--- config.mk ---
export PLATFORM = sky130hd
export DESIGN_NAME = spi_rx_shifter
export DESIGN_NICKNAME = d
export VERILOG_FILES = /design/src/common/qspi_solo_pkg.sv /design/src/spi_sequencer/spi_rx_shifter.sv
export SDC_FILE = /design/constraint.sdc
export NUM_CORES = 1
export LEC_CHECK = 0
export ABC_AREA = 1
export BUFFER_PORTS_ARGS = -buffer_cell sky130_fd_sc_hd__buf_4
export CAP_MARGIN = 20
export CELL_PAD_IN_SITES_DETAIL_PLACEMENT = 1
export CELL_PAD_IN_SITES_GLOBAL_PLACEMENT = 1
export CORE_MARGIN = 2
export CORE_UTILIZATION = 23
export CTS_BUF_LIST = sky130_fd_sc_hd__clkbuf_16
export DETAILED_ROUTE_END_ITERATION = 16
export PLACE_DENSITY_LB_ADDON = 0.1
export SYNTH_ARGS = -nofsm -noshare
export SYNTH_HDL_FRONTEND = slang
export SYNTH_SLANG_ARGS = --single-unit
--- constraint.sdc ---
create_clock -name i_ext_spi_clk_x -period 0.95 [get_ports i_ext_spi_clk_x]
set_clock_uncertainty 0.15 [all_clocks]
set_input_delay 0.2375 -clock i_ext_spi_clk_x [delete_from_list [all_inputs] [get_ports i_ext_spi_clk_x]]
set_output_delay 0.2375 -clock i_ext_spi_clk_x [all_outputs]
set_load 0.03 [all_outputs]
--- src/common/qspi_solo_pkg.sv ---
/*
 * Shared definitions for the single-lane SPI frame driver
 * Bus timing constants and field widths
 * Frame state encoding
 * Packed structs passed between the driver blocks
 */
`default_nettype none

package qspi_solo_pkg;

	////////////////////////////////////////////////////////////////////////////
	// Bus timing and limits
	////////////////////////////////////////////////////////////////////////////
	localparam int c_clk_ratio = 8;        // System clocks per SCK period, multiple of 4
	localparam int c_wait_ss = 4;          // SCK periods in each select guard phase
	localparam int c_max_tx_len = 262;     // Command, address and data bytes
	localparam int c_max_rx_len = 261;     // Longest read in bytes
	localparam int c_max_wait = 512;       // Dummy cycles in bit times
	localparam int c_fifo_depth_log2 = 9;  // 512 bytes per FIFO

	////////////////////////////////////////////////////////////////////////////
	// Field types
	////////////////////////////////////////////////////////////////////////////
	typedef logic [7:0] byte_t;

	// Byte counts from the host
	typedef logic [$clog2(c_max_tx_len + 1) - 1:0] tx_len_t;
	typedef logic [$clog2(c_max_rx_len + 1) - 1:0] rx_len_t;
	typedef logic [$clog2(c_max_wait + 1) - 1:0] wait_cyc_t;

	// Bit counter inside one frame phase, sized for the longest transmit
	typedef logic [$clog2(c_max_tx_len * 8 + 1) - 1:0] timer_t;

	// Position inside one SCK period
	typedef logic [$clog2(c_clk_ratio) - 1:0] phase_t;

	// Frame phases in bus order, idle first
	typedef enum logic [2:0] {
		st_idle,
		st_start_d,   // Deselect guard before select
		st_start_s,   // Select setup, CSN low, SCK parked
		st_tx,
		st_wait,      // Dummy cycles
		st_rx,
		st_stop_s,    // Select hold
		st_stop_d     // Deselect guard after release
	} spi_state_t;

	////////////////////////////////////////////////////////////////////////////
	// Structs
	////////////////////////////////////////////////////////////////////////////
	typedef struct packed {
		tx_len_t tx_len;      // Bytes to shift out
		rx_len_t rx_len;      // Bytes to shift in, zero for write-only
		wait_cyc_t wait_cyc;  // Dummy SCK periods between them
	} cmd_t;

	typedef struct packed {
		logic sck;
		logic csn;   // Active low select
		logic copi;
	} spi_pins_t;

	// One-clock enables at the SCK edges
	typedef struct packed {
		logic ce_rise;  // Phase 0
		logic ce_fall;  // Phase c_clk_ratio/2
	} phase_ce_t;

endpackage

`default_nettype wire

--- src/spi_sequencer/spi_rx_shifter.sv ---
/*
 * CIPO receive shifter
 * Samples at the SCK rise during the receive phase, MSB first
 * Pushes each whole byte into the RX FIFO
 */
`timescale 1ns/100ps
`default_nettype none

module spi_rx_shifter (
	input  wire logic                      i_ext_spi_clk_x,
	input  wire logic                      i_srst,
	input  wire qspi_solo_pkg::phase_ce_t  ce_i,
	input  wire logic                      rx_phase_i,
	input  wire qspi_solo_pkg::timer_t     bit_idx_i,   // Bit count inside the receive phase
	input  wire logic                      cipo_i,
	input  wire logic                      rx_full_i,
	output logic                           push_o,
	output qspi_solo_pkg::byte_t           push_data_o
);
	import qspi_solo_pkg::*;

	byte_t shift_q;
	logic push_q;
	logic sample;
	logic last_bit;

	assign sample   = ce_i.ce_rise && rx_phase_i;  // Rising SCK inside receive
	assign last_bit = (bit_idx_i[2:0] == 3'd7);    // Eighth bit of a byte

	// Shift register, payload only
	always_ff @(posedge i_ext_spi_clk_x) begin
		if (sample)
			shift_q <= {shift_q[6:0], cipo_i};
	end

	// Push one clock after the eighth sample, dropped when RX is full
	always_ff @(posedge i_ext_spi_clk_x) begin
		if (i_srst) begin
			push_q <= 1'b0;
		end else begin
			push_q <= sample && last_bit && !rx_full_i;
		end
	end

	assign push_o      = push_q;
	assign push_data_o = shift_q;  // Complete byte while push_o is high

endmodule

`default_nettype wire

After elaboration in Yosys (flattened, before gate mapping) --
Index checks and enable logic that the tools add are counted.
Operators by class: equality and inequality tests 1, reduce and logical (&&, ||, !) cells 4
Operators with widths (number):
- == test 3 bit, second input constant | 1
- logical AND 1 bit | 3
- zero test 1 bit | 1
Word-level totals: bits in registers 9, output and inout bits 9

Longest topological paths before layout --
depth after elaboration 3, mapped depth 4

Least setup slack after synthesis --
OpenSTA, ideal clock, no wires.
kind register to register, start register shift_q[0], in the netlist push_data_o[0], end register shift_q[1], in the netlist push_data_o[1] (data pin), setup time 0.320 ns, data arrival time 0.502 ns, data required time 0.480 ns, setup slack -0.022 ns, cell stages (with the launch flop) 1, clock period less this slack 0.972 ns, path through edfxtp_1
RTL lines:
- start, declared | RTL line spi_rx_shifter.sv:22 | byte_t shift_q;
- start signal, assigned | RTL line spi_rx_shifter.sv:33 | shift_q <= {shift_q[6:0], cipo_i};
No word-level cell between the ends.

Worst setup path in the final report --
start register shift_q[0], in the netlist push_data_o[0], end output push_data_o[0]
RTL lines:
- end, declared | RTL line spi_rx_shifter.sv:18 | output qspi_solo_pkg::byte_t push_data_o
No word-level cell between the ends.

==> flow_summary_export.csv <==
group,metric,value,unit
status,status,"finished with violations",
status,failed_checks,"setup timing",
grt,grt_pass1_wl,876,um
clock_network,clkLatencyLatePin,0.23,ns
power,p_comb_frac,0.077,
timing,tns,-1.900,ns
worst_setup_path,required,0.56,ns
power,clock_power_share,0.565,
drt,vias_per_cell,3.897,
yosys,synthTopCellsByArea,"edfxtp_1 80%, dfxtp_1 6.7%, inv_1 3.8%, nand2_1 2.5%, nand2_2 2.1%",
layout,final_cell_mix,"12 x buf_4, 9 x buf_6, 8 x edfxtp_1",
timing,setup_viol,10,
yosys,yosysTopAreaCell,"edfxtp_1",
worst_setup_path,endpoint_kind,"primary output",
clock_network,tritoncts,"built",
floorplanning,ioPinCount,28,
power,seq_power_share,0.358,
worst_setup_path,max_stage_delay,0.40,ns
layout,regArea,261.5,sq um
worst_setup_path,path_max_fanout,2,
layout,n_fill_cell,130,
yosys,yosysUniqueCellTypes,8,
power,power_per_cell_area,2165,mW/mm^2
floorplanning,core.rowCount,13,
drt,dr.pass1.iters,2,
clock_network,cts_max_level,1,
drt,drtIter0Drc,1,
yosys,netlist.area_leader.share,0.8000,
clock_network,clockRootBuffer,"clkbuf_16",
grt,gr-total-overflow,0,
timing,slew_violations,0,
floorplanning,die_w,40.14,um
clock_network,numCtsBuffers,3,
clock_network,cts-hold-fix-buffers,0,
drt,ant_nets,0,
drt,drc,0,
flow_run,maxCapViolations,0,
yosys,synth_area,300.3,sq um
timing,rsz0062_at_grt,"true",
drt,wl_per_cell,11.05,um
worst_setup_path,path_cells,"buf_6",
grt,grt_usage,0.1028,
floorplanning,core_area,0.001252,sq mm
clock_network,path_clk_slew,0.04,ns
power,peakVddDrop,1168,uV
yosys,syn_avg_cell_area,16.68,sq um
grt,antenna_found_initial,0,
layout,fin_nets,63,
power,power.internal,1.049,mW
timing,fin_ws,-0.2363,ns
timing,hold_viol_final,0,
power,leakage,0.2702,nW
floorplanning,dieArea,0.001611,sq mm
yosys,synth_nets,37,
grt,grt_max_degree,10,
yosys,ys_seq_area_frac,0.8667,
layout,antenna_cells,0,
worst_setup_path,crit_type,"reg -> out",
placed_design,hpwl,443.6,um
power,switchingPower,0.2289,mW
timing,slew_headroom,0.8782,
timing,worst_slew_pin_slew,0.1824,ns
timing,max_freq,843.0,MHz
layout,area_growth,96.67,%
timing,post-route-period-util,1.249,
floorplanning,start_util,0.2398,
timing,min_period,1.186,ns
layout,multi_input_area,25.02,sq um
layout,layout-drive-gt1-share,0.6512,
yosys,synthCells,18,
grt,grt_pass1_vias,233,
worst_setup_path,arrival,0.80,ns
min_path,hp-class,"in -> reg",
placed_design,numPortBuffers,17,
worst_setup_path,startpoint_type,"register",
layout,finalCoreUtilization,0.4715,
worst_setup_path,cpLargestDelayFamily,"flip-flops",
layout,layout_commonest_cell,"buf_4",
placed_design,gp_congestion,0.5390,
clock_network,clock_sinks,9,
yosys,synth-seq-cells,9,
drt,wl,641,um
yosys,synth_warnings,0,
power,swShare,0.1791,
floorplanning,dieHeight,40.14,um
clock_network,cts.path.max_buffers,2,
drt,vias,226,
worst_setup_path,cpMaxStageDelayCell,"edfxtp_1",
worst_setup_path,worst-path-buf-inv,1,
## area by class of cell
type | instances | share of cell area
Inverter | 4 | 0.02542
Tap cell | 15 | 0.03178
Clock buffer | 3 | 0.1271
Clock inverter | 1 | 0.006356
Multi-Input combinational cell | 5 | 0.04237
Sequential cell | 9 | 0.4428
Timing Repair Buffer | 21 | 0.3242
## logic make-up after synthesis
logic type | count (synthesis) | synth area share
flip-flops | 9 | 0.8667
AND/OR/NAND/NOR | 5 | 0.08335
buffers and inverters | 4 | 0.04999
## repair_timing
action / 4_1_cts / 5_1_grt
endpoints found under the setup margin: 9 / 13
pin swaps: 0 / 0
resized for setup: 10 / 0
setup buffers: 4 / 4
## per-stage QoR
| step | cell area, sq um | hold WS, ns | total power [mW] | cells | setup WS (ns) |
|---|---|---|---|---|---|
| floorplan | 300.3 | 0.1864 | 0.4978 | 18 | -0.02243 |
| global placement | 446.7 | 0.2663 | 0.5419 | 50 | -0.03200 |
| detailed placement | 446.7 | 0.2719 | 0.5454 | 50 | -0.04513 |
| CTS | 590.6 | 0.02494 | 1.317 | 58 | -0.2452 |
| global route | 590.6 | 0.03013 | 1.330 | 58 | -0.2539 |
| finish | 590.6 | 0.03429 | 1.278 | 58 | -0.2363 |
## metal layers
layer	vias to the layer above	global-route usage	part of all wire
met2	16	0.1411	0.52
met3	2	0.08333	0.12
met1	100	0.07986	0.32
met4	0	0.1293	0.033
li1	108	-	-
met5	-	0	0
## cell usage after synthesis
cell type / count
nand3_1: 1
nand2_1: 2
inv_1: 3
edfxtp_1: 8
dfxtp_1: 1
nor2_2: 1
inv_2: 1
nand2_2: 1
## power groups by stage
| stage | Clock, mW | Combinational, mW | Sequential (mW) |
|---|---|---|---|
| after floorplan | 0 | 0.0129 | 0.485 |
| after global placement | 0 | 0.0826 | 0.459 |
| after detailed placement | 0 | 0.0849 | 0.460 |
| after CTS | 0.760 | 0.100 | 0.456 |
| after global routing | 0.767 | 0.105 | 0.458 |
| final | 0.723 | 0.0985 | 0.457 |
## sequential cells by signal, indices dropped and copies added, names as in the netlist
signal       count
push_data_o      8
push_o           1
## worst paths after layout
check / depth (start not counted) / from / slack [ns] / to
max reg2reg: 1 / push_data_o[4] / 0 / push_data_o[5]
min: 1 / cipo_i / 0.03 / push_data_o[0]
min reg2reg: 0 / push_data_o[1] / 0.32 / push_data_o[2]
max: 1 / push_data_o[0] / -0.24 / push_data_o[0]
(Power assumes the default switching activity.)
