$ cat src/common/qspi_solo_pkg.sv
/*
 * Shared definitions for the single-lane SPI frame driver
 * Bus timing constants and field widths
 * Frame state encoding
 * Packed structs passed between the driver blocks
 */
`default_nettype none

package qspi_solo_pkg;

	////////////////////////////////////////////////////////////////////////////
	// Bus timing and limits
	////////////////////////////////////////////////////////////////////////////
	localparam int c_clk_ratio = 8;        // System clocks per SCK period, multiple of 4
	localparam int c_wait_ss = 4;          // SCK periods in each select guard phase
	localparam int c_max_tx_len = 262;     // Command, address and data bytes
	localparam int c_max_rx_len = 261;     // Longest read in bytes
	localparam int c_max_wait = 512;       // Dummy cycles in bit times
	localparam int c_fifo_depth_log2 = 9;  // 512 bytes per FIFO

	////////////////////////////////////////////////////////////////////////////
	// Field types
	////////////////////////////////////////////////////////////////////////////
	typedef logic [7:0] byte_t;

	// Byte counts from the host
	typedef logic [$clog2(c_max_tx_len + 1) - 1:0] tx_len_t;
	typedef logic [$clog2(c_max_rx_len + 1) - 1:0] rx_len_t;
	typedef logic [$clog2(c_max_wait + 1) - 1:0] wait_cyc_t;

	// Bit counter inside one frame phase, sized for the longest transmit
	typedef logic [$clog2(c_max_tx_len * 8 + 1) - 1:0] timer_t;

	// Position inside one SCK period
	typedef logic [$clog2(c_clk_ratio) - 1:0] phase_t;

	// Frame phases in bus order, idle first
	typedef enum logic [2:0] {
		st_idle,
		st_start_d,   // Deselect guard before select
		st_start_s,   // Select setup, CSN low, SCK parked
		st_tx,
		st_wait,      // Dummy cycles
		st_rx,
		st_stop_s,    // Select hold
		st_stop_d     // Deselect guard after release
	} spi_state_t;

	////////////////////////////////////////////////////////////////////////////
	// Structs
	////////////////////////////////////////////////////////////////////////////
	typedef struct packed {
		tx_len_t tx_len;      // Bytes to shift out
		rx_len_t rx_len;      // Bytes to shift in, zero for write-only
		wait_cyc_t wait_cyc;  // Dummy SCK periods between them
	} cmd_t;

	typedef struct packed {
		logic sck;
		logic csn;   // Active low select
		logic copi;
	} spi_pins_t;

	// One-clock enables at the SCK edges
	typedef struct packed {
		logic ce_rise;  // Phase 0
		logic ce_fall;  // Phase c_clk_ratio/2
	} phase_ce_t;

endpackage

`default_nettype wire

$ cat src/rtl/sck_phase_gen.sv
/*
 * SCK phase counter
 * Free-running count over one SCK period
 * Rise and fall clock enables, gated SCK output
 */
`timescale 1ns/100ps
`default_nettype none

module sck_phase_gen (
	input  wire logic                 i_ext_spi_clk_x,
	input  wire logic                 i_srst,
	input  wire logic                 sck_run_i,  // High in transmit, wait and receive
	output qspi_solo_pkg::phase_ce_t  ce_o,
	output logic                      sck_o
);
	import qspi_solo_pkg::*;

	phase_t phase_q;  // 0 .. c_clk_ratio-1

	// Counter runs on every clock, also while idle, so the
	// enables keep a fixed cadence for the sequencer
	always_ff @(posedge i_ext_spi_clk_x) begin
		if (i_srst) begin
			phase_q <= '0;
		end else if (phase_q == phase_t'(c_clk_ratio - 1)) begin
			phase_q <= '0;  // Wrap at end of period
		end else begin
			phase_q <= phase_q + 1'b1;
		end
	end

	assign ce_o.ce_rise = (phase_q == '0);                      // SCK goes high here
	assign ce_o.ce_fall = (phase_q == phase_t'(c_clk_ratio / 2)); // SCK low, state moves

	// High for the first half of the period, parked low otherwise
	assign sck_o = sck_run_i && (phase_q < phase_t'(c_clk_ratio / 2));

endmodule

`default_nettype wire

$ cat config.mk
export PLATFORM = sky130hd
export DESIGN_NAME = sck_phase_gen
export DESIGN_NICKNAME = d
export VERILOG_FILES = /design/src/common/qspi_solo_pkg.sv /design/src/rtl/sck_phase_gen.sv
export SDC_FILE = /design/constraint.sdc
export NUM_CORES = 1
export LEC_CHECK = 0
export ABC_AREA = 1
export BUFFER_PORTS_ARGS = -buffer_cell sky130_fd_sc_hd__buf_2
export CORE_AREA = 2 2 39 41
export CTS_CLUSTER_DIAMETER = 60
export CTS_CLUSTER_SIZE = 14
export DETAILED_ROUTE_END_ITERATION = 16
export DIE_AREA = 0 0 41 43
export HOLD_SLACK_MARGIN = 0.08
export PLACE_DENSITY = 0.38
export SLEW_MARGIN = 20
export SYNTH_ARGS = -nofsm -noshare
export SYNTH_HDL_FRONTEND = slang
export SYNTH_SLANG_ARGS = --single-unit
$ cat constraint.sdc
create_clock -name i_ext_spi_clk_x -period 1.2 [get_ports i_ext_spi_clk_x]
set_clock_uncertainty 0.1 [all_clocks]
set_input_delay 0.18 -clock i_ext_spi_clk_x [delete_from_list [all_inputs] [get_ports i_ext_spi_clk_x]]
set_output_delay 0.18 -clock i_ext_spi_clk_x [all_outputs]
set_load 0.1 [all_outputs]
Word level (Yosys, flattened, before mapping):

Index checks and enable logic that the tools add are counted.

* output and inout bits: 3
* bits of input ports: 3
* word-level logic and storage cells: 8
* bits in registers: 3

* $lt $le $gt $ge: 1
* equal/unequal tests: 2
* $add $sub $neg: 1
* reductions and logical operators: 3

Operators with widths (number)
* == test 3 bit (second input constant): 2
* adder 3 x 1 -> 3 bit (second input constant): 1
* logical NOT 3 bit: 1
* < comparator 3 bit (second input constant): 1
* OR reduction 2 bit: 1
* logical AND 1 bit: 1

Depth between registers and ports, before layout:

* depth in word-level cells: 2
* gate-level depth with buffers: 5
* depth with buffers taken out: 5

Worst setup path before layout:

Ideal clock, no wire load.

* kind: flip-flop to output port
* start point: register phase_q[0]
* end point: output ce_o[1] in the netlist's numbering
* required time: 0.920 ns
* cell stages (with the launch flop): 5
* arrival: 1.796 ns
* setup slack: -0.876 ns
* path buffers: 0
* cell sequence: dfxtp_1 -> inv_1 -> ha_1 -> inv_1 -> nor2_1

RTL lines
* from (decl): RTL line sck_phase_gen.sv:18 `phase_t phase_q;`
* from (signal assigned): RTL line sck_phase_gen.sv:28 `phase_q <= phase_q + 1'b1;`
* to (decl): RTL line sck_phase_gen.sv:13 `output qspi_solo_pkg::phase_ce_t ce_o,`

==> key figures <==
Synth
  – Post-synthesis compound-gate area fraction: 0%
  – Dominant cells by area after synthesis: dfxtp_1, ha_1, inv_1
  – Register area share after synthesis: 37.5%
  – Xor and xnor area share after synthesis: 0%
  – Async S/R FF share, synth: 0%
  – Post-synth top area cell: dfxtp_1
  – Mux cell area share after synthesis: 0%
  – Synth Register Bits: 3
  – Commonest cells in the netlist: inv_1, nor2_1, dfxtp_1, ha_1
  – Top-area cell type share of the netlist area: 37.5%
  – Syn_nets: 28
  – Synth Instances: 22
  – Synth unique cells: 6
  – Synth Area in Adders: 23.4%
  – Synth Cell Area: 160 sq um
  – Most frequent cell after synthesis: inv_1
  – Yosys warns: 0
  – Avg Cell Area, Syn: 7.28 sq um
  – EDFF count, synth: 0
  – Main synth FF type: dfxtp_1
  – Main combinational cell family by area after synthesis: adder cells
  – Post-Synth Simple-Gate Area: 18.0%

Pwr
  – Pwr/cell area: 1390 mW/mm^2
  – Internal power: 301 uW
  – Total Power: 468 uW
  – Sw power: 167 uW
  – Sw frac: 35.6%
  – Sequential Power Share: 25.3%
  – Clock network power share: 37.6%
  – Maximum VDD drop: 0.389 mV
  – Pleak: 0.158 nW
  – Gate power share: 37.1%

STA
  – Fin. Hold Viols: 0
  – Final WS setup: -0.146 ns
  – Final Slew Violations: 0
  – Slew @ Worst Pin: 0.0912 ns
  – Post-layout minimum cycle time: 1.35 ns
  – Final setup violation count: 2
  – Max-slew headroom: 93.9%
  – RSZ-0062 raised after global routing: true
  – Fmax: 743 MHz
  – Fin crit share: 112%

Clock network
  – CTS root buffer: clkbuf_4
  – CTS buffer count: 3
  – CTS clk-pin slew, worst paths: 0.04 ns
  – CTS tree: built
  – Post-CTS Hold Fix Bufs: 0
  – Clock Path Buffers: 2
  – # H-tree levels: 1
  – Clock sink count: 3
  – Clk Latency, worst-skew pair: 0.23 ns

Routing
  – Detail Route Antenna Nets: 0
  – WL/cell: 5.98 um
  – Detailed-route via count: 148
  – Post-route DRC: 0
  – Drt initial violations: 0
  – Total routed wirelength: 293 um
  – Pre-Repair DR Iteration Count: 1
  – Drt via density: 3.02

Die
  – Die Span Y: 43 um
  – Core area: 0.00138 sq mm
  – I/O pin total: 6
  – Initial core utilization: 11.6%
  – Num rows: 14
  – Die width: 41 um
  – Die Area: 0.00176 sq mm

Cells and area
  – Share of layout cells above drive strength 1: 69.7%
  – Ant diodes: 0
  – Final Core Density: 24.3%
  – Leading registers by flop count: phase_q (3)
  – Layout area overhead: 110%
  – Most flops, register: phase_q
  – Max reg flops: 3
  – Nets: 40

Flow run
  – Max_cap viols: 0

Global routing
  – First-pass GRT wire length: 545 um
  – Grt total ovfl: 0
  – Global Route Usage Sum: 5.62%
  – Largest net degree at the start of global routing: 5
  – Initial antenna violation count: 0
  – Vias in the first global route: 142

Worst hold path
  – Worst min path class: in2reg

Outcome
  – Status: finished with violations
  – Failing checks: setup timing

Critical path
  – Critical path endpoint category: primary output
  – Worst EP arrival: 1.07 ns
  – Cell family with most CP delay: flip-flops
  – Worst-path maximum fanout: 2
  – CP Launch Type: flip-flop
  – Critical path type: reg2out
  – CP max stage delay: 0.32 ns
  – Buf/Inv on CP: 3
  – Crit-path slowest cell: dfxtp_2
  – Crit path cell chain: inv_2 -> ha_4 -> nand2_2 -> clkinvlp_4 -> buf_12
  – Critical path data required time: 0.92 ns

Placed design
  – Port bufs: 5
  – Detailed Place HPWL: 199 um
  – Gpl congestion: 0.610
timing repair:
item | in CTS | in global routing
pin swaps | 0 | 2
buffers inserted | 2 | 0
endpoints found under the setup margin | 3 | 6
gates resized for setup | 1 | 3
cell families (layout without fill, tap and decap cells):
group,after synthesis,after routing
buffers and inverters,9,20
and+or+nand+nor,7,7
adders and majority gates,3,3
DFF,3,3
final cells by class:
| cell class | count | area (sq um) |
|---|---|---|
| Sequential cell | 3 | 66.3 |
| Clock buffer | 4 | 26.3 |
| Inverter | 9 | 37.5 |
| Fill cell | 155 | 1050 |
| Tap cell | 16 | 20.0 |
| Timing Repair Buffer | 7 | 85.1 |
| Multi-Input combinational cell | 10 | 101 |
cells in the final DEF, fill, tap and decap left out:
cell / synthesis / layout
dfxtp_2: 0 / 2
buf_12: 0 / 3
nor2_1: 5 / 2
clkbuf_4: 0 / 3
buf_4: 0 / 2
inv_1: 9 / 6
ha_1: 3 / 1
ha_4: 0 / 1
nand2_2: 1 / 2
dfxtp_4: 0 / 1
inv_2: 0 / 2
clkbuf_1: 0 / 1
nor2_4: 0 / 2
clkinvlp_4: 0 / 1
ha_2: 0 / 1
buf_2: 0 / 2
nor2_2: 0 / 1
power by group through the flow:
stage / sequential [mW] / combinational, mW / clock, mW
after floorplan: 0.120 / 0.114 / 0
after global placement: 0.122 / 0.163 / 0
after detailed placement: 0.122 / 0.163 / 0
after CTS: 0.120 / 0.174 / 0.186
after global routing: 0.120 / 0.188 / 0.202
final: 0.119 / 0.174 / 0.176
worst register-to-register path, delay by kind of cell (launching register included):
| family | cells | cell delay, ns |
|---|---|---|
| flip-flops | 1 | 0.31 |
| AND/OR/NAND/NOR | 1 | 0.03 |
| buffers and inverters | 2 | 0.20 |
| adder cells (fa/ha/maj) | 2 | 0.44 |
final timing paths:
| kind | start | to | slack (ns) | depth (start not counted) |
|---|---|---|---|---|
| min | i_srst | phase_q[2]$_SDFF_PP0_ | 0.12 | 4 |
| min reg2reg | phase_q[0]$_SDFF_PP0_ | phase_q[0]$_SDFF_PP0_ | 0.41 | 2 |
| max reg2reg | phase_q[0]$_SDFF_PP0_ | phase_q[2]$_SDFF_PP0_ | 0.02 | 5 |
| max | phase_q[0]$_SDFF_PP0_ | ce_o[0] | -0.15 | 5 |
stage by stage:
stage	TNS (ns)	instance area [sq um]	std cells	setup slack (ns)	hold WS (ns)
after floorplan	-0.143	196	22	-0.0868	0.247
after global placement	0	287	43	0.0727	0.319
after detailed placement	0	287	43	0.0755	0.319
after CTS	-0.311	329	49	-0.160	0.118
after global routing	-0.563	337	49	-0.222	0.127
final	-0.282	337	49	-0.146	0.115
metal layers:
metal	global-route usage (%)	up-vias	part of all wire, %
met1	4.50	63	33
li1	-	80	-
met3	3.14	0	8.2
met5	0	-	0
met4	10.0	0	0
met2	6.56	5	58
Note: power is estimated with default switching activity, not from simulation.
