### config.mk
export PLATFORM = sky130hd
export DESIGN_NAME = spi_bus_sequencer
export DESIGN_NICKNAME = d
export VERILOG_FILES = /design/src/common/qspi_solo_pkg.sv /design/src/spi_sequencer/spi_bus_sequencer.sv
export SDC_FILE = /design/constraint.sdc
export NUM_CORES = 1
export LEC_CHECK = 0
export BUFFER_PORTS_ARGS = -buffer_cell sky130_fd_sc_hd__buf_2
export CAP_MARGIN = 20
export CORE_AREA = 2 2 99 101
export DETAILED_ROUTE_END_ITERATION = 12
export DIE_AREA = 0 0 101 103
export SLEW_MARGIN = 30
export SYNTH_ARGS = -nofsm -noshare
export SYNTH_HDL_FRONTEND = slang
export SYNTH_SLANG_ARGS = --single-unit
### constraint.sdc
create_clock -name i_ext_spi_clk_x -period 5.4 [get_ports i_ext_spi_clk_x]
set_clock_uncertainty 0.05 [all_clocks]
set_input_delay 0.54 -clock i_ext_spi_clk_x [delete_from_list [all_inputs] [get_ports i_ext_spi_clk_x]]
set_output_delay 0.54 -clock i_ext_spi_clk_x [all_outputs]
set_load 0.02 [all_outputs]
### src/common/qspi_solo_pkg.sv
/*
 * Shared definitions for the single-lane SPI frame driver
 * Bus timing constants and field widths
 * Frame state encoding
 * Packed structs passed between the driver blocks
 */
`default_nettype none

package qspi_solo_pkg;

	////////////////////////////////////////////////////////////////////////////
	// Bus timing and limits
	////////////////////////////////////////////////////////////////////////////
	localparam int c_clk_ratio = 8;        // System clocks per SCK period, multiple of 4
	localparam int c_wait_ss = 4;          // SCK periods in each select guard phase
	localparam int c_max_tx_len = 262;     // Command, address and data bytes
	localparam int c_max_rx_len = 261;     // Longest read in bytes
	localparam int c_max_wait = 512;       // Dummy cycles in bit times
	localparam int c_fifo_depth_log2 = 9;  // 512 bytes per FIFO

	////////////////////////////////////////////////////////////////////////////
	// Field types
	////////////////////////////////////////////////////////////////////////////
	typedef logic [7:0] byte_t;

	// Byte counts from the host
	typedef logic [$clog2(c_max_tx_len + 1) - 1:0] tx_len_t;
	typedef logic [$clog2(c_max_rx_len + 1) - 1:0] rx_len_t;
	typedef logic [$clog2(c_max_wait + 1) - 1:0] wait_cyc_t;

	// Bit counter inside one frame phase, sized for the longest transmit
	typedef logic [$clog2(c_max_tx_len * 8 + 1) - 1:0] timer_t;

	// Position inside one SCK period
	typedef logic [$clog2(c_clk_ratio) - 1:0] phase_t;

	// Frame phases in bus order, idle first
	typedef enum logic [2:0] {
		st_idle,
		st_start_d,   // Deselect guard before select
		st_start_s,   // Select setup, CSN low, SCK parked
		st_tx,
		st_wait,      // Dummy cycles
		st_rx,
		st_stop_s,    // Select hold
		st_stop_d     // Deselect guard after release
	} spi_state_t;

	////////////////////////////////////////////////////////////////////////////
	// Structs
	////////////////////////////////////////////////////////////////////////////
	typedef struct packed {
		tx_len_t tx_len;      // Bytes to shift out
		rx_len_t rx_len;      // Bytes to shift in, zero for write-only
		wait_cyc_t wait_cyc;  // Dummy SCK periods between them
	} cmd_t;

	typedef struct packed {
		logic sck;
		logic csn;   // Active low select
		logic copi;
	} spi_pins_t;

	// One-clock enables at the SCK edges
	typedef struct packed {
		logic ce_rise;  // Phase 0
		logic ce_fall;  // Phase c_clk_ratio/2
	} phase_ce_t;

endpackage

`default_nettype wire

### src/spi_sequencer/spi_bus_sequencer.sv
/*
 * SPI Mode 0 frame sequencer
 * Command latch and busy flag
 * Frame FSM and per-phase bit timer
 * COPI bit select, TX FIFO pops, CSN and SCK gating
 */
`timescale 1ns/100ps
`default_nettype none

module spi_bus_sequencer (
	input  wire logic                      i_ext_spi_clk_x,
	input  wire logic                      i_srst,
	input  wire logic                      go_i,
	input  wire qspi_solo_pkg::cmd_t       cmd_i,
	input  wire qspi_solo_pkg::phase_ce_t  ce_i,
	input  wire qspi_solo_pkg::byte_t      tx_byte_i,   // TX FIFO head
	input  wire logic                      tx_empty_i,
	output logic                           tx_pop_o,
	output logic                           sck_run_o,
	input  wire logic                      sck_i,
	output qspi_solo_pkg::spi_pins_t       pins_o,
	output logic                           rx_phase_o,
	output qspi_solo_pkg::timer_t          bit_idx_o,
	output logic                           idle_o
);
	import qspi_solo_pkg::*;

	spi_state_t state_q;
	spi_state_t state_nx;

	timer_t t_q;        // Bit periods spent in the current state
	timer_t t_next;
	timer_t tx_bits;
	timer_t rx_bits;
	timer_t wait_bits;

	cmd_t cmd_q;
	logic go_pend_q;    // Accepted go, waiting for the next falling edge
	logic go_accept;

	byte_t tx_byte_q;   // Byte on the wire
	logic tx_load;

	logic ss_last;
	logic tx_last;
	logic wait_last;
	logic rx_last;
	logic csn;
	logic copi;

	////////////////////////////////////////////////////////////////////////////
	// Command latch
	////////////////////////////////////////////////////////////////////////////
	assign idle_o    = (state_q == st_idle) && !go_pend_q;
	assign go_accept = go_i && idle_o;  // Go while busy is ignored

	always_ff @(posedge i_ext_spi_clk_x) begin
		if (i_srst) begin
			go_pend_q <= 1'b0;
		end else if (go_accept) begin
			go_pend_q <= 1'b1;
		end else if (ce_i.ce_fall && (state_q == st_idle)) begin
			go_pend_q <= 1'b0;  // FSM leaves idle on this same edge
		end
	end

	always_ff @(posedge i_ext_spi_clk_x) begin
		if (go_accept)
			cmd_q <= cmd_i;
	end

	// Phase lengths in SCK periods
	assign tx_bits   = {cmd_q.tx_len, 3'b000};
	assign rx_bits   = {cmd_q.rx_len, 3'b000};
	assign wait_bits = timer_t'(cmd_q.wait_cyc);

	// Last period of a phase; a zero length still leaves after one period
	assign t_next    = t_q + 1'b1;
	assign ss_last   = (t_next >= timer_t'(c_wait_ss));
	assign tx_last   = (t_next >= tx_bits);
	assign wait_last = (t_next >= wait_bits);
	assign rx_last   = (t_next >= rx_bits);

	////////////////////////////////////////////////////////////////////////////
	// Frame FSM, evaluated at ce_fall only
	////////////////////////////////////////////////////////////////////////////
	always_comb begin
		state_nx = state_q;
		case (state_q)
			st_idle:    if (go_pend_q) state_nx = st_start_d;
			st_start_d: if (ss_last) state_nx = st_start_s;
			st_start_s: if (ss_last) state_nx = st_tx;
			st_tx: begin
				if (tx_last) begin
					if (cmd_q.wait_cyc != '0)
						state_nx = st_wait;
					else if (cmd_q.rx_len != '0)
						state_nx = st_rx;   // No dummy cycles
					else
						state_nx = st_stop_s;  // Write only
				end
			end
			st_wait: begin
				if (wait_last)
					state_nx = (cmd_q.rx_len != '0) ? st_rx : st_stop_s;
			end
			st_rx:      if (rx_last) state_nx = st_stop_s;
			st_stop_s:  if (ss_last) state_nx = st_stop_d;
			st_stop_d:  if (ss_last) state_nx = st_idle;
		endcase
	end

	always_ff @(posedge i_ext_spi_clk_x) begin
		if (i_srst) begin
			state_q <= st_idle;
			t_q     <= '0;
		end else if (ce_i.ce_fall) begin
			state_q <= state_nx;
			if (state_nx != state_q)
				t_q <= '0;  // Fresh count per phase
			else if (state_q != st_idle)
				t_q <= t_next;
		end
	end

	////////////////////////////////////////////////////////////////////////////
	// TX byte feed
	////////////////////////////////////////////////////////////////////////////
	// First byte at the end of select setup, then after each bit 7 but the last
	assign tx_load = ce_i.ce_fall &&
		(((state_q == st_start_s) && ss_last) ||
		((state_q == st_tx) && (t_q[2:0] == 3'd7) && !tx_last));
	assign tx_pop_o = tx_load && !tx_empty_i;

	// Loads the head even when empty; the byte is then undefined
	always_ff @(posedge i_ext_spi_clk_x) begin
		if (tx_load)
			tx_byte_q <= tx_byte_i;
	end

	// Bus pins
	assign sck_run_o = (state_q == st_tx) || (state_q == st_wait) || (state_q == st_rx);
	assign csn = (state_q == st_idle) || (state_q == st_start_d) || (state_q == st_stop_d);
	assign copi = (state_q == st_tx) ? tx_byte_q[3'd7 - t_q[2:0]] : 1'b0;  // MSB first
	assign pins_o = '{sck: sck_i, csn: csn, copi: copi};

	// Shifter hooks
	assign rx_phase_o = (state_q == st_rx);
	assign bit_idx_o  = t_q;

endmodule

`default_nettype wire

# Word level (Yosys, flattened, before mapping)
# Cells that the tools add are included.
# totals
register_bits	52
latch_bits	0
ram_bits	0
mem_bits_ro	0
inputBits	43
out_inout_bits	19
n_memories	0
# classes
add_sub_neg	2
multipliers	0
n_div	0
magnitude_cmp	5
n_eq_ne	9
n_shift	0
muxes	18
n_bitwise	0
reduce_logical	23
# ops
op	count
>= comparator 12 bit	2
2-to-1 mux 12 bit	2
2-to-1 mux 3 bit	8
one-hot mux 3 bit (8 select lines)	1
== test 3 bit (second input constant)	5
adder 12 x 1 -> 12 bit (second input constant)	1
>= comparator 12 x 10 -> 1 bit	1
>= comparator 12 x 3 -> 1 bit (second input constant)	1
nonzero test 10 bit	1
nonzero test 9 bit	1
logical AND 1 bit	8
== test 3 x 2 -> 1 bit (second input constant)	2
logical OR 1 bit	5
< comparator 3 x 4 -> 1 bit (second input constant)	1
2-to-1 mux 1 bit	4
2-to-1 mux 2 bit	2
nonzero test 2 bit	2
binary-select mux 1 bit (select 3 bit)	1
== test 3 x 1 -> 1 bit (second input constant)	1
zero test 1 bit	3
zero test 3 bit	1
!= test 3 bit	1
nonzero test 3 bit	1
subtractor 3 bit (first input constant)	1
AND reduction 2 bit	1

# Depth between registers and ports, before layout
# Gate-level depths: netlist of run 1.
# logic_depth
depth_word	8
depth_mapped	15

# Worst setup path after synthesis of run 1
# OpenSTA, ideal clock, no wires.
# synth_path
kind	reg-to-output
startpoint	register t_q[1] (netlist: bit_idx_o[1])
endpoint	output tx_pop_o
arrival_time_ns	3.602
required_ns	4.810
slack_ns	1.208
path_stages_with_launch	14
n_path_buf	0
cell_sequence	dfxtp_1 ha_1 nand3_1 o21a_1 or2_2 ha_1 nand4_1 a211oi_1 mux2i_1 o221ai_1 a221oi_1 and3_1 a21oi_1 nor4_1
# synth_between
elab_chain_len	7
elab_cells_between_ends	11
# synth_rtl
item	line_no	text
start, declared	spi_bus_sequencer.sv:31	timer_t t_q;
start signal, assigned	spi_bus_sequencer.sv:122	t_q <= t_next;
adder 12 x 1 -> 12 bit	spi_bus_sequencer.sv:78	assign t_next = t_q + 1'b1;
>= comparator 12 bit	spi_bus_sequencer.sv:80	assign tx_last = (t_next >= tx_bits);
zero test 1 bit	spi_bus_sequencer.sv:132	((state_q == st_tx) && (t_q[2:0] == 3'd7) && !tx_last));
logical AND 1 bit	spi_bus_sequencer.sv:132	
logical OR 1 bit (*)	spi_bus_sequencer.sv:131	(((state_q == st_start_s) && ss_last) ||
logical AND 1 bit (*)	spi_bus_sequencer.sv:130	assign tx_load = ce_i.ce_fall &&
logical AND 1 bit (*)	spi_bus_sequencer.sv:133	assign tx_pop_o = tx_load && !tx_empty_i;
end, declared	spi_bus_sequencer.sv:18	output logic tx_pop_o,
# Mark *: on every way between the ends. The rest lies on a longest branch, timed or not.

# Worst setup path in the final report of run 1
# layout_path
startpoint	register t_q[2] (netlist: bit_idx_o[2])
endpoint	output tx_pop_o
# The elaborated chain is that of the path after synthesis.

==> results of run 1 <==
-- logic make-up after synthesis --
kind of cell | count (synthesis)
buf+inv | 49
mux | 9
xor+xnor | 8
fa+ha+maj | 25
simple gates | 106
flops | 52
compound gates | 69
-- worst max-delay path, delay by kind of cell, from the launching register on --
kind                       cells  cell delay [ns]
DFF                            1             0.64
muxes                          1             0.14
AOI/OAI and AO/OA              4             0.97
buffers and inverters          1             0.21
adders and majority gates      1             0.36
and+or+nand+nor                5             1.19
xor gates and xnor gates       1             0.31
-- power breakdown --
| group | switching [uW] | internal, uW | total (uW) |
|---|---|---|---|
| registers | 15.3 | 453 | 468 |
| clock network | 131 | 105 | 235 |
| logic | 53.5 | 36.6 | 90.1 |
| total | 199 | 594 | 793 |
-- layer usage --
| layer | GRT usage | wire length (um) | up-vias |
|---|---|---|---|
| li1 | - | - | 1292 |
| met5 | 0 | 0 | - |
| met4 | 0.0301 | 44 | 0 |
| met1 | 0.192 | 3470 | 1222 |
| met2 | 0.254 | 3440 | 75 |
| met3 | 0.0339 | 493 | 4 |
-- layout by cell type (no fill, tap or decap), drive strengths merged, types with 6 or more instances in the layout --
cell type / Yosys / final
buf: 11 / 62
edfxtp: 36 / 36
inv: 33 / 33
ha: 25 / 25
nand2: 22 / 22
nor2: 18 / 18
dfxtp: 16 / 16
nor3: 14 / 14
a21oi: 13 / 13
nand3: 11 / 11
o21ai: 9 / 9
nand4: 8 / 8
nor4: 7 / 7
clkbuf: 5 / 7
mux2i: 6 / 6
a22o: 6 / 6
-- stage by stage --
stage	total power (uW)	area, um^2	utilization	std cells
3_3_place_gp	564	3650	0.386	478
2_1_floorplan	534	3280	-	318
6_report	793	3750	0.397	486
4_1_cts	805	3750	0.397	486
3_5_place_dp	568	3660	0.387	478
5_1_grt	836	3750	0.397	486
-- state kept, by name (all words and copies together), names as in the netlist --
register   flops
cmd_q         28
state_q        3
tx_byte_q      8
bit_idx_o     12
go_pend_q      1
-- final cells by class --
class / count / share of cell area
repair buffers: 62 / 0.0854
clock inverters: 1 / 0.00200
flip-flops and latches: 52 / 0.374
clock buffers: 7 / 0.0230
inverters: 33 / 0.0330
multi-input cells: 217 / 0.445
well taps: 114 / 0.0380
-- worst min-delay path by stage --
stage | to | slack [ns] | cells past startpoint
finish | cmd_q[7] | 0.35 | 1
global route | cmd_q[13] | 0.34 | 1
CTS | cmd_q[21] | 0.35 | 1
detailed placement | go_pend_q | 0.43 | 1
global placement | go_pend_q | 0.41 | 1
floorplan | go_pend_q | 0.39 | 1
==> reports/summary.txt, run 1 <==
Outcome -> finished clean
IO buf count -> 58
Row count -> 36
Clock Pin Slew Worst Setup and Hold Paths -> 0.09 ns
Syn nets -> 386
Synth-to-Final Area Change -> 14.3%
Post-CTS Setup Inserts -> 0
Area occupied by multi-input gates -> 1670 um^2
Synthesized cell area -> 3280 um^2
Synth top area share -> 0.330
Synth top cells by count -> 36 x edfxtp_1, 32 x inv_1, 25 x ha_1, 22 x nand2_1, 17 x nor2_1
Asr flop ratio synth -> 0
Total grt overflow -> 0
Slew Viols, Final -> 0
Area contributors post-synth -> edfxtp_1 33%, dfxtp_1 9.8%, ha_1 9.5%
DR iter-0 viols -> 116
Gate Count Post-Synth -> 318
Gr usage total -> 0.148
CP Launch Point -> bit_idx_o[2]
DIE HEIGHT -> 103 um
Largest net degree at the start of global routing -> 29
Core area -> 9460 um^2
First-pass GRT wire length -> 12.1 mm
Yosys synthesis warning count -> 0
Setup slack after layout -> 0.701 ns
Vias in the first global route -> 2481
Cell breakdown of the critical path -> nand3_4 > nor3_1 > xnor2_1 > ha_1 > nand4_1 > a211oi_1 > mux2i_1 > o221ai_1 > a221oi_1 > and3_1 > a21oi_1 > nor4_1 > buf_2
Arrival time worst endpoint -> 4.11 ns
Compound-Gate Fraction of Synth Area -> 0.160
Yosys cell types -> 63
Count leader, synth -> edfxtp_1
CP Launch Type -> register
Filler Cell Count -> 941
Synth Register Bits -> 52
Synth Area in Adders -> 0.0953
Register area share after synthesis -> 0.427
Share of cells above drive strength 1 -> 0.231
Placer Congestion -> 0.940
CTS Hold Bufs -> 0
Root Driver -> clkbuf_8
Width of the die -> 101 um
Vias per cell -> 5.34
Largest family of logic cells by synthesized area -> simple AND/OR/NAND/NOR gates
1st-pass router iterations -> 5
Leakage Power -> 0.00163 uW
Post-Route Setup TNS -> 0 ns
Multiplexer share of the synthesized area -> 0.0355
Cell area power density -> 212 nW/um^2
Worst setup path end -> tx_pop_o
CTS buffer count -> 5
Drt drc -> 0
Worst skew pair latency -> 0.30 ns
Period Utilization, post-route -> 0.870
Post-DP HPWL -> 5.76 mm
WL/cell -> 15.3 um
Antenna violations before repair -> 0
Synth Area in XOR/XNOR -> 0.0297
Clk sinks -> 52
Clock period minus worst slack -> 4.70 ns
Crit-path max cell delay -> 0.71 ns
DR vias -> 2593
Htree depth -> 2
Worst-path maximum fanout -> 11
Register area -> 1400 um^2
Final setup fails -> 0
Routed WL -> 7.45 mm
Worst-Margin Slew -> 0.774 ns
Worst EP required -> 4.81 ns
Reg2Reg Depth -> 14
Avg Inst Size Synth -> 10.3 um^2
Hold_sp -> cmd_i[7]
Slew margin rel. -> 0.484
# IOs -> 62
Leading area contributor after synthesis -> edfxtp_1
CTS max path bufs -> 2
Fmax -> 213 MHz
Layout Nets -> 439
R2R setup slack -> 0.95 ns
Crit path kind -> register to primary output
Post-place setup slack -> 1.01 ns
Start of the worst register-to-register path -> bit_idx_o[2]
Hold_ws -> 0.353 ns
Diodes inserted -> 0
Routed Antenna Nets -> 0
CP Capture Type -> primary output
RSZ-0062 raised after global routing -> no
Max_cap viols -> 0
CP max stage cell -> a221oi_1
Post-CTS sizing -> 0
Top FF cell, synth -> edfxtp_1
Initial Utilization -> 0.347
Reg2reg end -> bit_idx_o[4]
Post-synth EDFFs -> 36
Hold Crit Class -> input pin to register
Final Hold Viols -> 0
CTS tree -> yes
Synth Area in Simple Gates -> 0.187
Max rail drop VDD -> 0.000110 V
Die area -> 10400 um^2
(Power assumes the default switching activity.)
==> inputs of run 2 (changes only) <==
--- a/config.mk
+++ b/config.mk
@@ -5,11 +5,11 @@
 export SDC_FILE = /design/constraint.sdc
 export NUM_CORES = 1
 export LEC_CHECK = 0
-export BUFFER_PORTS_ARGS = -buffer_cell sky130_fd_sc_hd__buf_2
 export CAP_MARGIN = 20
 export CORE_AREA = 2 2 99 101
 export DETAILED_ROUTE_END_ITERATION = 12
 export DIE_AREA = 0 0 101 103
+export DONT_BUFFER_PORTS = 1
 export SLEW_MARGIN = 30
 export SYNTH_ARGS = -nofsm -noshare
 export SYNTH_HDL_FRONTEND = slang
==> run 2 against run 1 <==
Effect of this change:
- core utilization down 2.8 points
- register-to-register slack worse by 0.12 ns
- final cell count down 11%
- sequential share of layout area up 2.9 points
- sequential cell count unchanged
- clock-buffer cell count shrank 2
- non-clock buffer count shrank 54
- die area did not move
- sequential power is essentially flat
- fmax increased by 1.4%
- critical path type unchanged
==> reports/summary.txt, run 2 (synthesis results as in run 1) <==
Arrival time worst endpoint -> 4.04 ns
1st-pass router iterations -> 4
CTS max path bufs -> 2
Dpl cell area -> 3400 um^2
CP Capture Type -> primary output
Routed WL -> 7.31 mm
Cell area power density -> 219 nW/um^2
CP Launch Type -> register
Largest net degree at the start of global routing -> 29
Width of the die -> 101 um
# IOs -> 62
Total grt overflow -> 0
DR iter-0 viols -> 145
Clock Pin Slew Worst Setup and Hold Paths -> 0.10 ns
Area occupied by multi-input gates -> 1670 um^2
Initial Utilization -> 0.347
Setup slack after layout -> 0.767 ns
Register area -> 1400 um^2
Share of cells above drive strength 1 -> 0.104
Worst Path Buf+Inv -> 2
Period Utilization, post-route -> 0.858
CP max stage cell -> dfxtp_1
Diodes inserted -> 0
Most flops, register -> cmd_q
Row count -> 36
CTS tree -> yes
Worst-path maximum fanout -> 9
Post-CTS sizing -> 0
Synth-to-Final Area Change -> 6.22%
Htree depth -> 2
Die area -> 10400 um^2
Final setup fails -> 0
Post-CTS Setup Inserts -> 0
Clock period minus worst slack -> 4.63 ns
DR vias -> 2357
Start of the worst register-to-register path -> bit_idx_o[0]
First-pass GRT wire length -> 11.7 mm
Hold path cells -> 1
Hold EP -> state_q[2]
Routed Antenna Nets -> 0
Largest register FFs -> 28
Hold Crit Class -> input pin to register
Antenna violations before repair -> 0
Cell breakdown of the critical path -> ha_1 > nand3_1 > o21a_1 > or2_2 > ha_1 > nand4_1 > a211oi_1 > mux2i_1 > o221ai_1 > a221oi_1 > buf_4 > and3_1 > a21oi_1 > nor4_1 > buf_4
Post-Route Setup TNS -> 0 ns
Fmax -> 216 MHz
Leakage Power -> 0.00140 uW
Post-Route Utilization -> 0.368
Worst-Margin Slew -> 0.681 ns
Crit-path max cell delay -> 0.73 ns
Slew Viols, Final -> 0
Layout Nets -> 385
Crit path kind -> register to primary output
Leading cell type in the layout, fill and taps excluded -> edfxtp_1
Clk sinks -> 52
R2R setup slack -> 0.83 ns
IO buf count -> 0
Placer Congestion -> 0.847
Finished Cell Area -> 3480 um^2
Final Hold Viols -> 0
Reg2reg end -> bit_idx_o[3]
DIE HEIGHT -> 103 um
Worst skew pair latency -> 0.31 ns
Vias in the first global route -> 2283
Gr usage total -> 0.145
Post-place setup slack -> 0.852 ns
Core area -> 9460 um^2
Largest delay share family, worst path -> simple AND/OR/NAND/NOR gates
CTS Hold Bufs -> 0
WL/cell -> 16.9 um
Outcome -> finished clean
Hold_sp -> i_srst
Most frequent cells in the layout -> 36 x edfxtp_1, 32 x inv_1, 25 x ha_1
Root Driver -> clkbuf_8
Post-DP HPWL -> 5.72 mm
Max_cap viols -> 0
Vias per cell -> 5.46
Worst EP required -> 4.81 ns
Drt drc -> 0
Reg2Reg Depth -> 15
CTS buffer count -> 5
Filler Cell Count -> 968
Max rail drop VDD -> 0.000123 V
Hold_ws -> 0.243 ns
Slew margin rel. -> 0.546
RSZ-0062 raised after global routing -> no
==> run 2: power breakdown <==
part	internal, uW	switching [uW]	leakage (uW)	total, uW
clock network	90.7	133	0.0000479	223
registers	453	15.8	0.000467	469
logic	25.3	47.1	0.000889	72.3
total	569	196	0.00140	765
==> run 2: routing by layer <==
layer | GRT usage | share of wire | up-vias | routed length (um)
met2 | 0.240 | 0.45 | 71 | 3320
met4 | 0.0333 | 0.012 | 0 | 87
met3 | 0.0434 | 0.070 | 6 | 510
met1 | 0.187 | 0.46 | 1093 | 3390
met5 | 0 | 0 | - | 0
li1 | - | - | 1187 | -
==> run 2: how the worst max path moves through the flow <==
stage / from / endpoint / slack, ns / depth (start not counted)
floorplan: bit_idx_o[1] / tx_pop_o / 1.21 / 13
global placement: bit_idx_o[0] / bit_idx_o[3] / 0.83 / 15
detailed placement: bit_idx_o[0] / bit_idx_o[4] / 0.85 / 15
CTS: bit_idx_o[0] / tx_pop_o / 0.74 / 15
global route: bit_idx_o[0] / tx_pop_o / 0.34 / 14
finish: bit_idx_o[0] / tx_pop_o / 0.77 / 15
==> run 2: layout make-up <==
| type | instances | share of cell area |
|---|---|---|
| Timing Repair Buffer | 8 | 0.0172 |
| Tap cell | 114 | 0.0409 |
| Sequential cell | 52 | 0.402 |
| Multi-Input combinational cell | 217 | 0.479 |
| Inverter | 33 | 0.0355 |
| Clock inverter | 3 | 0.00539 |
| Clock buffer | 5 | 0.0197 |
==> run 2: worst register-to-register path, stage by stage, from the launching register on <==
cell       delay, ns
dfxtp_1         0.73
ha_1            0.37
nand3_1         0.13
o21a_1          0.21
or2_2           0.36
ha_1            0.30
a21o_1          0.16
a21oi_1         0.14
o211ai_1        0.10
a311oi_1        0.50
a2bb2oi_1       0.36
a21oi_1         0.16
a2111oi_4       0.50
buf_4           0.27
nand3_1         0.08
nand3_1         0.09
==> run 2: stage by stage <==
stage	instances	power, uW
floorplan	318	534
global placement	424	548
detailed placement	424	551
CTS	432	775
global route	432	801
finish	432	765
